--- config.mk ---
export PLATFORM = sky130hd
export DESIGN_NAME = cia_top
export DESIGN_NICKNAME = d
export VERILOG_FILES = /design/src/cia_pkg.sv /design/src/cia_int_ctrl.sv /design/src/cia_port_out.sv /design/src/cia_reg_bus.sv /design/src/cia_timer.sv /design/src/cia_top.sv
export VERILOG_INCLUDE_DIRS = /design/src /design/src/src
export SDC_FILE = /design/constraint.sdc
export NUM_CORES = 1
export LEC_CHECK = 0
export ABC_AREA = 1
export BUFFER_PORTS_ARGS = -buffer_cell sky130_fd_sc_hd__buf_2
export CAP_MARGIN = 10
export CORE_MARGIN = 4
export CORE_UTILIZATION = 57
export DETAILED_ROUTE_END_ITERATION = 6
export HOLD_SLACK_MARGIN = 0.03
export PLACE_DENSITY = 0.77
export SETUP_SLACK_MARGIN = 0.5
export SLEW_MARGIN = 15
export SYNTH_ARGS = -nofsm -noshare
export SYNTH_HDL_FRONTEND = slang
export SYNTH_SLANG_ARGS = --single-unit
--- constraint.sdc ---
create_clock -name clk -period 6.36 [get_ports clk]
set_input_delay 0.318 -clock clk [delete_from_list [all_inputs] [get_ports clk]]
set_output_delay 0.318 -clock clk [all_outputs]
set_load 0.03 [all_outputs]
--- src/cia_defines.svh ---
/*
  Register map and interrupt source bit positions.
  TOD and serial port addresses are decoded but hold no logic.
  They read as zero and ignore writes.
*/
`ifndef CIA_DEFINES_SVH
`define CIA_DEFINES_SVH

`define CIA_REG_PRA     4'd0
`define CIA_REG_PRB     4'd1
`define CIA_REG_DDRA    4'd2
`define CIA_REG_DDRB    4'd3
`define CIA_REG_TALO    4'd4
`define CIA_REG_TAHI    4'd5
`define CIA_REG_TBLO    4'd6
`define CIA_REG_TBHI    4'd7
`define CIA_REG_TOD_TEN 4'd8
`define CIA_REG_TOD_SEC 4'd9
`define CIA_REG_TOD_MIN 4'd10
`define CIA_REG_TOD_HR  4'd11
`define CIA_REG_SDR     4'd12
`define CIA_REG_ICR     4'd13
`define CIA_REG_CRA     4'd14
`define CIA_REG_CRB     4'd15

// Bit positions in the 5-bit interrupt source field
`define CIA_IRQ_TA 0
`define CIA_IRQ_TB 1

`endif

--- src/cia_pkg.sv ---
/*
  Shared types for the CIA core.
  timer_ctrl_t follows the CRA/CRB bit layout, so a control byte casts
  straight onto it. Only timer interrupt sources exist in the ICR.
*/
package cia_pkg;

  // One bus access, already qualified by phi2 falling edge and chip select
  typedef struct packed {
    logic       rd;
    logic       wr;
    logic [3:0] addr;
    logic [7:0] wdata;
  } bus_req_t;

  // Bit 7 down to bit 0 of the control register
  typedef struct packed {
    logic       spare;
    logic [1:0] in_mode;
    logic       force_load;
    logic       oneshot;
    logic       toggle;
    logic       pb_on;
    logic       start;
  } timer_ctrl_t;

  typedef struct packed {
    logic [15:0] value;
    logic        underflow;
    logic        pb_level;
    logic        running;
  } timer_stat_t;

  // ICR byte as written by the host
  typedef struct packed {
    logic       set_clear;
    logic [1:0] unused;
    logic [4:0] mask;
  } icr_wr_t;

  // ICR byte as returned to the host
  typedef struct packed {
    logic       irq;
    logic [1:0] unused;
    logic [4:0] flags;
  } icr_rd_t;

  typedef union packed {
    icr_wr_t wr;
    icr_rd_t rd;
  } icr_word_u;

endpackage

--- src/cia_int_ctrl.sv ---
/*
  Interrupt flags, mask and irq_n. Flags latch on timer underflow.
  A read of ICR clears the flags and releases irq_n on the next phi2_p.
  A flag arriving on that same edge survives the clear.
*/
`timescale 1ns/1ps
`include "cia_defines.svh"

module cia_int_ctrl (
  input  logic               clk,
  input  logic               int_reset,
  input  logic               phi2_p,
  input  logic               ta_underflow,
  input  logic               tb_underflow,
  input  logic               icr_wr,
  input  cia_pkg::icr_word_u icr_wr_word,
  input  logic               icr_rd,
  output cia_pkg::icr_word_u icr_rd_word,
  output logic               irq_n
);

  logic [4:0] src;
  logic [4:0] flags;
  logic [4:0] mask;
  logic       icr_clear;

  always_comb begin
    src                = 5'b00000;
    src[`CIA_IRQ_TA] = ta_underflow;
    src[`CIA_IRQ_TB] = tb_underflow;
  end

  always_ff @(posedge clk) begin
    if (int_reset) begin
      flags     <= 5'b00000;
      mask      <= 5'b00000;
      icr_clear <= 1'b0;
      irq_n     <= 1'b1;
    end else begin
      if (icr_wr) begin
        if (icr_wr_word.wr.set_clear)
          mask <= mask | icr_wr_word.wr.mask;
        else
          mask <= mask & ~icr_wr_word.wr.mask;
      end
      if (icr_rd)
        icr_clear <= 1'b1;

      // Once low, irq_n waits for the read-clear
      if (irq_n)
        irq_n <= ~|(mask & flags);

      if (phi2_p) begin
        if (icr_clear) begin
          flags     <= src;
          irq_n     <= 1'b1;
          icr_clear <= 1'b0;
        end else begin
          flags <= flags | src;
        end
      end
    end
  end

  always_comb begin
    icr_rd_word          = '0;
    icr_rd_word.rd.irq   = ~irq_n;
    icr_rd_word.rd.flags = flags;
  end

endmodule

--- src/cia_port_out.sv ---
/*
  Port A/B output drivers, updated on phi2_p.
  Undriven bits (DDR clear) read as one at the pins.
  PB6/PB7 follow the timer output while its pb_on bit is set.
*/
`timescale 1ns/1ps

module cia_port_out (
  input  logic                 clk,
  input  logic                 int_reset,
  input  logic                 phi2_p,
  input  logic [7:0]           pra,
  input  logic [7:0]           prb,
  input  logic [7:0]           ddra,
  input  logic [7:0]           ddrb,
  input  cia_pkg::timer_stat_t ta_stat,
  input  cia_pkg::timer_stat_t tb_stat,
  input  logic                 ta_pb_on,
  input  logic                 tb_pb_on,
  input  logic                 prb_access,
  output logic [7:0]           pa_out,
  output logic [7:0]           pb_out,
  output logic                 pc_n
);

  logic [7:0] pb_merged;
  logic       pc_pend_n;

  always_comb begin
    pb_merged = prb | ~ddrb;
    if (ta_pb_on)
      pb_merged[6] = ta_stat.pb_level;
    if (tb_pb_on)
      pb_merged[7] = tb_stat.pb_level;
  end

  always_ff @(posedge clk) begin
    if (int_reset) begin
      pa_out <= 8'hff;
      pb_out <= 8'hff;
    end else if (phi2_p) begin
      pa_out <= pra | ~ddra;
      pb_out <= pb_merged;
    end
  end

  // Handshake pulse, low for one phi2 period after a PRB access
  always_ff @(posedge clk) begin
    if (int_reset) begin
      pc_pend_n <= 1'b1;
      pc_n      <= 1'b1;
    end else begin
      if (prb_access)
        pc_pend_n <= 1'b0;
      if (phi2_p) begin
        pc_n      <= pc_pend_n;
        pc_pend_n <= 1'b1;
      end
    end
  end

endmodule

--- src/cia_reg_bus.sv ---
/*
  Host register interface. Accesses are sampled on phi2_n with cs_n low.
  db_out is registered and holds the last read value.
  A high latch byte write reloads a stopped or one-shot timer and
  starts it in one-shot mode. Force load reads back as zero.
*/
`timescale 1ns/1ps
`include "cia_defines.svh"

module cia_reg_bus (
  input  logic                   clk,
  input  logic                   int_reset,
  input  logic                   phi2_n,
  input  logic                   cs_n,
  input  logic                   rw,
  input  logic [3:0]             rs,
  input  logic [7:0]             db_in,
  input  logic [7:0]             pa_in,
  input  logic [7:0]             pb_in,
  input  cia_pkg::timer_stat_t   ta_stat,
  input  cia_pkg::timer_stat_t   tb_stat,
  input  cia_pkg::icr_word_u     icr_rd_word,
  output cia_pkg::timer_ctrl_t   ta_ctrl,
  output cia_pkg::timer_ctrl_t   tb_ctrl,
  output logic [15:0]            ta_latch,
  output logic [15:0]            tb_latch,
  output logic                   ta_reload,
  output logic                   tb_reload,
  output cia_pkg::icr_word_u     icr_wr_word,
  output logic                   icr_wr,
  output logic                   icr_rd,
  output logic [7:0]             pra,
  output logic [7:0]             prb,
  output logic [7:0]             ddra,
  output logic [7:0]             ddrb,
  output logic                   prb_access,
  output logic [7:0]             db_out
);
  import cia_pkg::*;

  // Per-timer register addresses, index 0 is Timer A
  localparam logic [3:0] LO_ADDR [2] = '{`CIA_REG_TALO, `CIA_REG_TBLO};
  localparam logic [3:0] HI_ADDR [2] = '{`CIA_REG_TAHI, `CIA_REG_TBHI};
  localparam logic [3:0] CR_ADDR [2] = '{`CIA_REG_CRA, `CIA_REG_CRB};

  bus_req_t    req;
  timer_ctrl_t cr [2];
  timer_ctrl_t cra_rd;
  timer_ctrl_t crb_rd;
  logic [15:0] tlatch [2];
  logic [1:0]  reload;
  logic [1:0]  run_q;
  logic [1:0]  run_now;

  always_comb begin
    req.rd    = phi2_n & ~cs_n & rw;
    req.wr    = phi2_n & ~cs_n & ~rw;
    req.addr  = rs;
    req.wdata = db_in;
  end

  assign run_now = {tb_stat.running, ta_stat.running};

  always_ff @(posedge clk) begin
    if (int_reset) begin
      pra    <= 8'h00;
      prb    <= 8'h00;
      ddra   <= 8'h00;
      ddrb   <= 8'h00;
      reload <= 2'b00;
      run_q  <= 2'b00;
      for (int i = 0; i < 2; i++) begin
        cr[i]     <= '0;
        tlatch[i] <= 16'hffff;
      end
    end else begin
      run_q  <= run_now;
      reload <= 2'b00;
      for (int i = 0; i < 2; i++) begin
        // Force load is a single-clk request to the timer
        cr[i].force_load <= 1'b0;
        // One-shot auto-stop reported back by the timer
        if (run_q[i] && !run_now[i])
          cr[i].start <= 1'b0;
        if (req.wr) begin
          if (req.addr == LO_ADDR[i])
            tlatch[i][7:0] <= req.wdata;
          if (req.addr == HI_ADDR[i]) begin
            tlatch[i][15:8] <= req.wdata;
            if (!cr[i].start || cr[i].oneshot) begin
              reload[i] <= 1'b1;
              if (cr[i].oneshot)
                cr[i].start <= 1'b1;
            end
          end
          if (req.addr == CR_ADDR[i])
            cr[i] <= timer_ctrl_t'(req.wdata);
        end
      end
      if (req.wr) begin
        case (req.addr)
          `CIA_REG_PRA:  pra  <= req.wdata;
          `CIA_REG_PRB:  prb  <= req.wdata;
          `CIA_REG_DDRA: ddra <= req.wdata;
          `CIA_REG_DDRB: ddrb <= req.wdata;
          default: ;
        endcase
      end
    end
  end

  always_comb begin
    cra_rd            = cr[0];
    cra_rd.force_load = 1'b0;
    crb_rd            = cr[1];
    crb_rd.force_load = 1'b0;
  end

  always_ff @(posedge clk) begin
    if (int_reset) begin
      db_out <= 8'h00;
    end else if (req.rd) begin
      case (req.addr)
        `CIA_REG_PRA:  db_out <= pa_in;
        `CIA_REG_PRB:  db_out <= pb_in;
        `CIA_REG_DDRA: db_out <= ddra;
        `CIA_REG_DDRB: db_out <= ddrb;
        `CIA_REG_TALO: db_out <= ta_stat.value[7:0];
        `CIA_REG_TAHI: db_out <= ta_stat.value[15:8];
        `CIA_REG_TBLO: db_out <= tb_stat.value[7:0];
        `CIA_REG_TBHI: db_out <= tb_stat.value[15:8];
        `CIA_REG_TOD_TEN, `CIA_REG_TOD_SEC, `CIA_REG_TOD_MIN, `CIA_REG_TOD_HR,
        `CIA_REG_SDR:  db_out <= 8'h00;
        `CIA_REG_ICR:  db_out <= icr_rd_word;
        `CIA_REG_CRA:  db_out <= cra_rd;
        `CIA_REG_CRB:  db_out <= crb_rd;
      endcase
    end
  end

  assign icr_wr      = req.wr & (req.addr == `CIA_REG_ICR);
  assign icr_rd      = req.rd & (req.addr == `CIA_REG_ICR);
  assign icr_wr_word = icr_word_u'(req.wdata);
  assign prb_access  = (req.rd | req.wr) & (req.addr == `CIA_REG_PRB);

  assign ta_ctrl   = cr[0];
  assign tb_ctrl   = cr[1];
  assign ta_latch  = tlatch[0];
  assign tb_latch  = tlatch[1];
  assign ta_reload = reload[0];
  assign tb_reload = reload[1];

endmodule

--- src/cia_timer.sv ---
/*
  16-bit interval timer. Counts on phi2_p when count_src is high.
  The first decrement comes on the second phi2_p after start.
  A value N underflows once per N+1 counted edges.
  The underflow pulse is combinational in the phi2_p cycle.
*/
`timescale 1ns/1ps

module cia_timer (
  input  logic                 clk,
  input  logic                 int_reset,
  input  logic                 phi2_p,
  input  cia_pkg::timer_ctrl_t ctrl,
  input  logic [15:0]          latch,
  input  logic                 reload,
  input  logic                 count_src,
  output cia_pkg::timer_stat_t stat
);

  logic [15:0] value;
  logic [15:0] next_value;
  logic        running;
  logic        start_q;
  logic        dec_q;
  logic        load_pend;
  logic        toggle_ff;
  logic        count_now;
  logic        underflow;

  // Stage one qualifies the edge, stage two applies the decrement
  assign count_now  = count_src & running;
  assign next_value = dec_q ? value - 16'd1 : value;
  assign underflow  = phi2_p & count_now & (next_value == 16'd0);

  always_ff @(posedge clk) begin
    if (int_reset) begin
      value     <= 16'h0000;
      running   <= 1'b0;
      start_q   <= 1'b0;
      dec_q     <= 1'b0;
      load_pend <= 1'b0;
      toggle_ff <= 1'b0;
    end else begin
      start_q <= ctrl.start;
      if (!ctrl.start) begin
        running <= 1'b0;
      end else if (!start_q) begin
        running   <= 1'b1;
        toggle_ff <= 1'b1;
      end

      if (ctrl.force_load)
        load_pend <= 1'b1;

      if (phi2_p) begin
        value <= next_value;
        dec_q <= count_now;
        if (underflow) begin
          value     <= latch;
          dec_q     <= 1'b0;
          toggle_ff <= ~toggle_ff;
          if (ctrl.oneshot)
            running <= 1'b0;
        end
        if (load_pend) begin
          value     <= latch;
          dec_q     <= 1'b0;
          load_pend <= 1'b0;
        end
      end

      // Host wrote the high latch byte while stopped or in one-shot
      if (reload) begin
        value <= latch;
        dec_q <= 1'b0;
      end
    end
  end

  always_comb begin
    stat.value     = value;
    stat.underflow = underflow;
    stat.pb_level  = ctrl.toggle ? (toggle_ff ^ underflow) : underflow;
    stat.running   = running;
  end

endmodule

--- src/cia_top.sv ---
/*
  8520-style CIA without TOD, serial port, FLAG or CNT counting.
  phi2_p and phi2_n are one-clk strobes in the clk domain.
  Timer B counts Timer A underflows when CRB in_mode bit 1 is set.
*/
`timescale 1ns/1ps

module cia_top (
  input  logic       clk,
  input  logic       int_reset,
  input  logic       phi2_p,
  input  logic       phi2_n,
  input  logic       cs_n,
  input  logic       rw,
  input  logic [3:0] rs,
  input  logic [7:0] db_in,
  input  logic [7:0] pa_in,
  input  logic [7:0] pb_in,
  output logic [7:0] db_out,
  output logic [7:0] pa_out,
  output logic [7:0] pb_out,
  output logic       pc_n,
  output logic       irq_n
);
  import cia_pkg::*;

  timer_ctrl_t ta_ctrl;
  timer_ctrl_t tb_ctrl;
  timer_stat_t ta_stat;
  timer_stat_t tb_stat;
  icr_word_u   icr_wr_word;
  icr_word_u   icr_rd_word;
  logic [15:0] ta_latch;
  logic [15:0] tb_latch;
  logic        ta_reload;
  logic        tb_reload;
  logic        icr_wr;
  logic        icr_rd;
  logic [7:0]  pra;
  logic [7:0]  prb;
  logic [7:0]  ddra;
  logic [7:0]  ddrb;
  logic        prb_access;
  logic        tb_count_src;

  assign tb_count_src = tb_ctrl.in_mode[1] ? ta_stat.underflow : 1'b1;

  cia_reg_bus u_reg_bus (
    .clk(clk), .int_reset(int_reset), .phi2_n(phi2_n), .cs_n(cs_n), .rw(rw),
    .rs(rs), .db_in(db_in), .pa_in(pa_in), .pb_in(pb_in),
    .ta_stat(ta_stat), .tb_stat(tb_stat), .icr_rd_word(icr_rd_word),
    .ta_ctrl(ta_ctrl), .tb_ctrl(tb_ctrl), .ta_latch(ta_latch), .tb_latch(tb_latch),
    .ta_reload(ta_reload), .tb_reload(tb_reload),
    .icr_wr_word(icr_wr_word), .icr_wr(icr_wr), .icr_rd(icr_rd),
    .pra(pra), .prb(prb), .ddra(ddra), .ddrb(ddrb),
    .prb_access(prb_access), .db_out(db_out)
  );

  cia_timer u_timer_a (
    .clk(clk), .int_reset(int_reset), .phi2_p(phi2_p), .ctrl(ta_ctrl),
    .latch(ta_latch), .reload(ta_reload), .count_src(1'b1), .stat(ta_stat)
  );

  cia_timer u_timer_b (
    .clk(clk), .int_reset(int_reset), .phi2_p(phi2_p), .ctrl(tb_ctrl),
    .latch(tb_latch), .reload(tb_reload), .count_src(tb_count_src), .stat(tb_stat)
  );

  cia_int_ctrl u_int_ctrl (
    .clk(clk), .int_reset(int_reset), .phi2_p(phi2_p),
    .ta_underflow(ta_stat.underflow), .tb_underflow(tb_stat.underflow),
    .icr_wr(icr_wr), .icr_wr_word(icr_wr_word), .icr_rd(icr_rd),
    .icr_rd_word(icr_rd_word), .irq_n(irq_n)
  );

  cia_port_out u_port_out (
    .clk(clk), .int_reset(int_reset), .phi2_p(phi2_p),
    .pra(pra), .prb(prb), .ddra(ddra), .ddrb(ddrb),
    .ta_stat(ta_stat), .tb_stat(tb_stat),
    .ta_pb_on(ta_ctrl.pb_on), .tb_pb_on(tb_ctrl.pb_on),
    .prb_access(prb_access), .pa_out(pa_out), .pb_out(pb_out), .pc_n(pc_n)
  );

endmodule
==> impl_metrics.csv <==
group,metric,value,unit
logic_synthesis,synth_mux_area_share,0,%
route,route.detailed.wl_per_inst,17.1,um
logic_synthesis,synth_flop_cell,"dfxtp_1",
flow_run,drv_cap,0,
grt,grt_pass1_vias,6528,
route,wirelength,21300,um
finish,drive_gt1_share,10.4,%
finish,finalNonFillerCells,1247,
grt,grt_pass1_wl,33200,um
logic_synthesis,synth_top_family_by_area,"simple AND/OR/NAND/NOR gates",
clocking,htreeDepth,4,
sta,final.setup.tns,0,ns
finish,final_common_cell,"nand2_1",
clocking,cts_root_buf,"clkbuf_16",
power,p_per_area,273,mW/mm^2
sta,fin_skew,0.00644,ns
grt,grt_max_degree,48,
power,p_total,0.00234,W
worst_setup_path,endpoint,"u_timer_a.value[7]",
route,detail-route-antenna-nets,0,
route,post_drt_via_cell_ratio,5.74,
logic_synthesis,synth_edf_count,48,
logic_synthesis,avgSynthCellArea,7.56,sq um
worst_setup_path,arrival,3.18,ns
route,drtIter0Drc,749,
worst_setup_path,reg2reg_to,"u_timer_a.value[7]",
logic_synthesis,synthArstFlopShare,0,%
floorplanning,ios,60,
sta,rsz0062_at_grt,"false",
finish,areaGrowthSynthToFinish,12.0,%
sta,worstMarginPinSlew,1.09,ns
finish,final_cell_mix,"nand2_1 (213), inv_1 (157), dfxtp_1 (110), nor2_1 (91), a21oi_1 (75)",
grt,antenna_found_initial,1,
route,routed-via-count,7156,
worst_setup_path,setup.worst_path.end_class,"register",
route,first_pass_iters,5,
sta,post-route-period-util,45.0,%
place,io_buffers,59,
place,place_congestion,0.988,
logic_synthesis,ys_seq_elements,158,
floorplanning,row_count,42,
clocking,clkSinkCount,158,
floorplanning,die_h,124,um
finish,antennaDiodeCount,0,
finish,stdcell_area,0.00858,sq mm
worst_setup_path,rr_worst_depth,17,
sta,layout_min_cycle_time,2.86,ns
power,ir_worst_vdd,196,uV
sta,slew_viol_final,0,
worst_setup_path,crit_start,"u_timer_a.value[0]",
worst_setup_path,r2r-start,"u_timer_a.value[0]",
grt,grtUsageTotal,28.3,%
clocking,ctsHoldBuffers,0,
worst_hold_path,hold_path.class,"in -> reg",
logic_synthesis,syn_area,0.00766,sq mm
sta,setup_viol,0,
clocking,cts_tree,"done",
clocking,ctsLongestPathBuffers,2,
sta,slew-limit-headroom,26.8,%
clocking,numCtsBuffers,17,
sta,fmax,0.349,GHz
place,dp_cells,1215,
floorplanning,die_area,0.0154,sq mm
finish,finalNetCount,1094,
floorplanning,die_w,124,um
power,p_leak,3.75,nW
grt,grt-ovfl-total,0,
logic_synthesis,synth-xor-area-share,0.457,%
logic_synthesis,synth-compound-area-share,16.4,%
logic_synthesis,syn_inst,1014,
logic_synthesis,synth-seq-area-share,47.6,%
clocking,post-cts-setup-buffer-count,0,
clocking,worstSkewPairLatency,0.43,ns
route,drc,0,
finish,fillCellCount,1118,
worst_setup_path,reg2reg_slack,3.50,ns
worst_setup_path,startpoint_type,"register",
place,dp_hpwl,15100,um
clocking,cts_resized,0,
floorplanning,core,0.0132,sq mm
logic_synthesis,synth-adder-area-share,0.327,%
status,status,"finished, final reports clean",
sta,finalHoldViolations,0,
logic_synthesis,synth-simple-area-share,24.9,%
logic_synthesis,ys_types,38,
logic_synthesis,yosys_warnings,0,
place,dpl_cell_area,0.00802,sq mm
worst_setup_path,crit_type,"reg -> reg",
floorplanning,initial_core_util,58.1,%
worst_setup_path,cp_max_fo,26,
clocking,clk_pin_slew,0.06,ns
worst_setup_path,worstPathRequired,6.67,ns
## critical path, stage by stage (launching register included)
cell,delay (ns)
dfxtp_1,0.33
inv_1,0.13
ha_1,0.21
nand2_1,0.08
inv_1,0.09
nand3_1,0.12
o21ai_0,0.18
nand2_1,0.11
nor2_1,0.12
nand2_1,0.09
nor2_2,0.19
nand2_4,0.12
nand3_2,0.37
inv_1,0.22
nand2_1,0.10
nand3_1,0.06
o211ai_1,0.14
inv_1,0.07
## metrics by stage
step | hold WS, ns | worst slack, ns | utilization (%)
2_1_floorplan | 0.417 | 4.22 | -
3_3_place_gp | 0.437 | 3.65 | 60.8
3_5_place_dp | 0.437 | 3.59 | 60.8
4_1_cts | 0.160 | 3.53 | 65.1
5_1_grt | 0.183 | 3.10 | 65.1
6_report | 0.167 | 3.50 | 65.1
## layer usage
| layer | up-vias | share of wire, % | track usage [%] |
|---|---|---|---|
| li1 | 3493 | - | - |
| met1 | 3238 | 42 | 36.9 |
| met2 | 350 | 46 | 44.5 |
| met3 | 73 | 8.1 | 6.63 |
| met4 | 2 | 4.3 | 13.6 |
| met5 | - | 0.061 | 0 |
## registers in the layout, summed over array words and instances (netlist names), 2 cells and up
signal / flops
u_reg_bus.tlatch: 32
u_reg_bus.cr: 16
u_timer_a.value: 16
u_timer_b.value: 16
u_port_out.pa_out: 8
u_port_out.pb_out: 8
u_reg_bus.db_out: 8
u_reg_bus.ddra: 8
u_reg_bus.ddrb: 8
u_reg_bus.pra: 8
u_reg_bus.prb: 8
u_int_ctrl.flags: 2
u_int_ctrl.mask: 2
u_reg_bus.reload: 2
u_reg_bus.run_q: 2
## cell families (layout without fill, tap and decap cells)
kind of cell	count (synthesis)	after routing
DFF	158	158
adders and majority gates	2	2
and+or+nand+nor	434	434
AOI/OAI and AO/OA	215	215
buffers and inverters	200	256
xor gates and xnor gates	4	4
other	1	2
## power by group
part	total [W]	switching, W	internal, W
logic	0.000255	0.000180	0.0000752
registers	0.00112	0.0000347	0.00108
clock network	0.000973	0.000449	0.000524
total	0.00234	0.000664	0.00168
## worst min path at each step
stage | startpoint | endpoint | slack [ns] | cells after the start
final | pa_in[7] | u_reg_bus.db_out[7] | 0.17 | 3
after global routing | pa_in[1] | u_reg_bus.db_out[1] | 0.18 | 3
after CTS | pa_in[7] | u_reg_bus.db_out[7] | 0.16 | 3
after detailed placement | u_reg_bus.reload[0] | u_timer_a.dec_q | 0.44 | 1
after global placement | u_port_out.pc_n | u_port_out.pc_n | 0.44 | 2
after floorplan | u_reg_bus.reload[0] | u_timer_a.dec_q | 0.42 | 1
## cells in the mapped netlist (3+ instances only)
library cell  instances  area [sq um]
inv_1               158           593
nand4_1              36           225
nor3_1               19          95.1
o21ai_0              66           330
nor2_2                7          43.8
a221oi_1             13           114
nor2_1               91           342
o22ai_1              11          68.8
nand3b_1              3          22.5
nand3_1              56           280
a21oi_1              75           375
edfxtp_1             48          1440
a31oi_1              13          81.3
clkbuf_1             27           101
o221ai_1              6          52.6
o211ai_1             27           203
buf_4                 4          30.0
clkinv_1              4          15.0
nand2_1             213           800
dfxtp_1             110          2200
## area by class of cell
class,instances,area (sq um),area share [%]
Inverter,163,612,7.13
Timing Repair Buffer,61,310,3.62
Clock buffer,18,439,5.12
Multi-Input combinational cell,657,3240,37.7
Clock inverter,14,120,1.40
Tap cell,176,220,2.57
Sequential cell,158,3640,42.5
No activity file was read; power rests on OpenSTA's default activity.
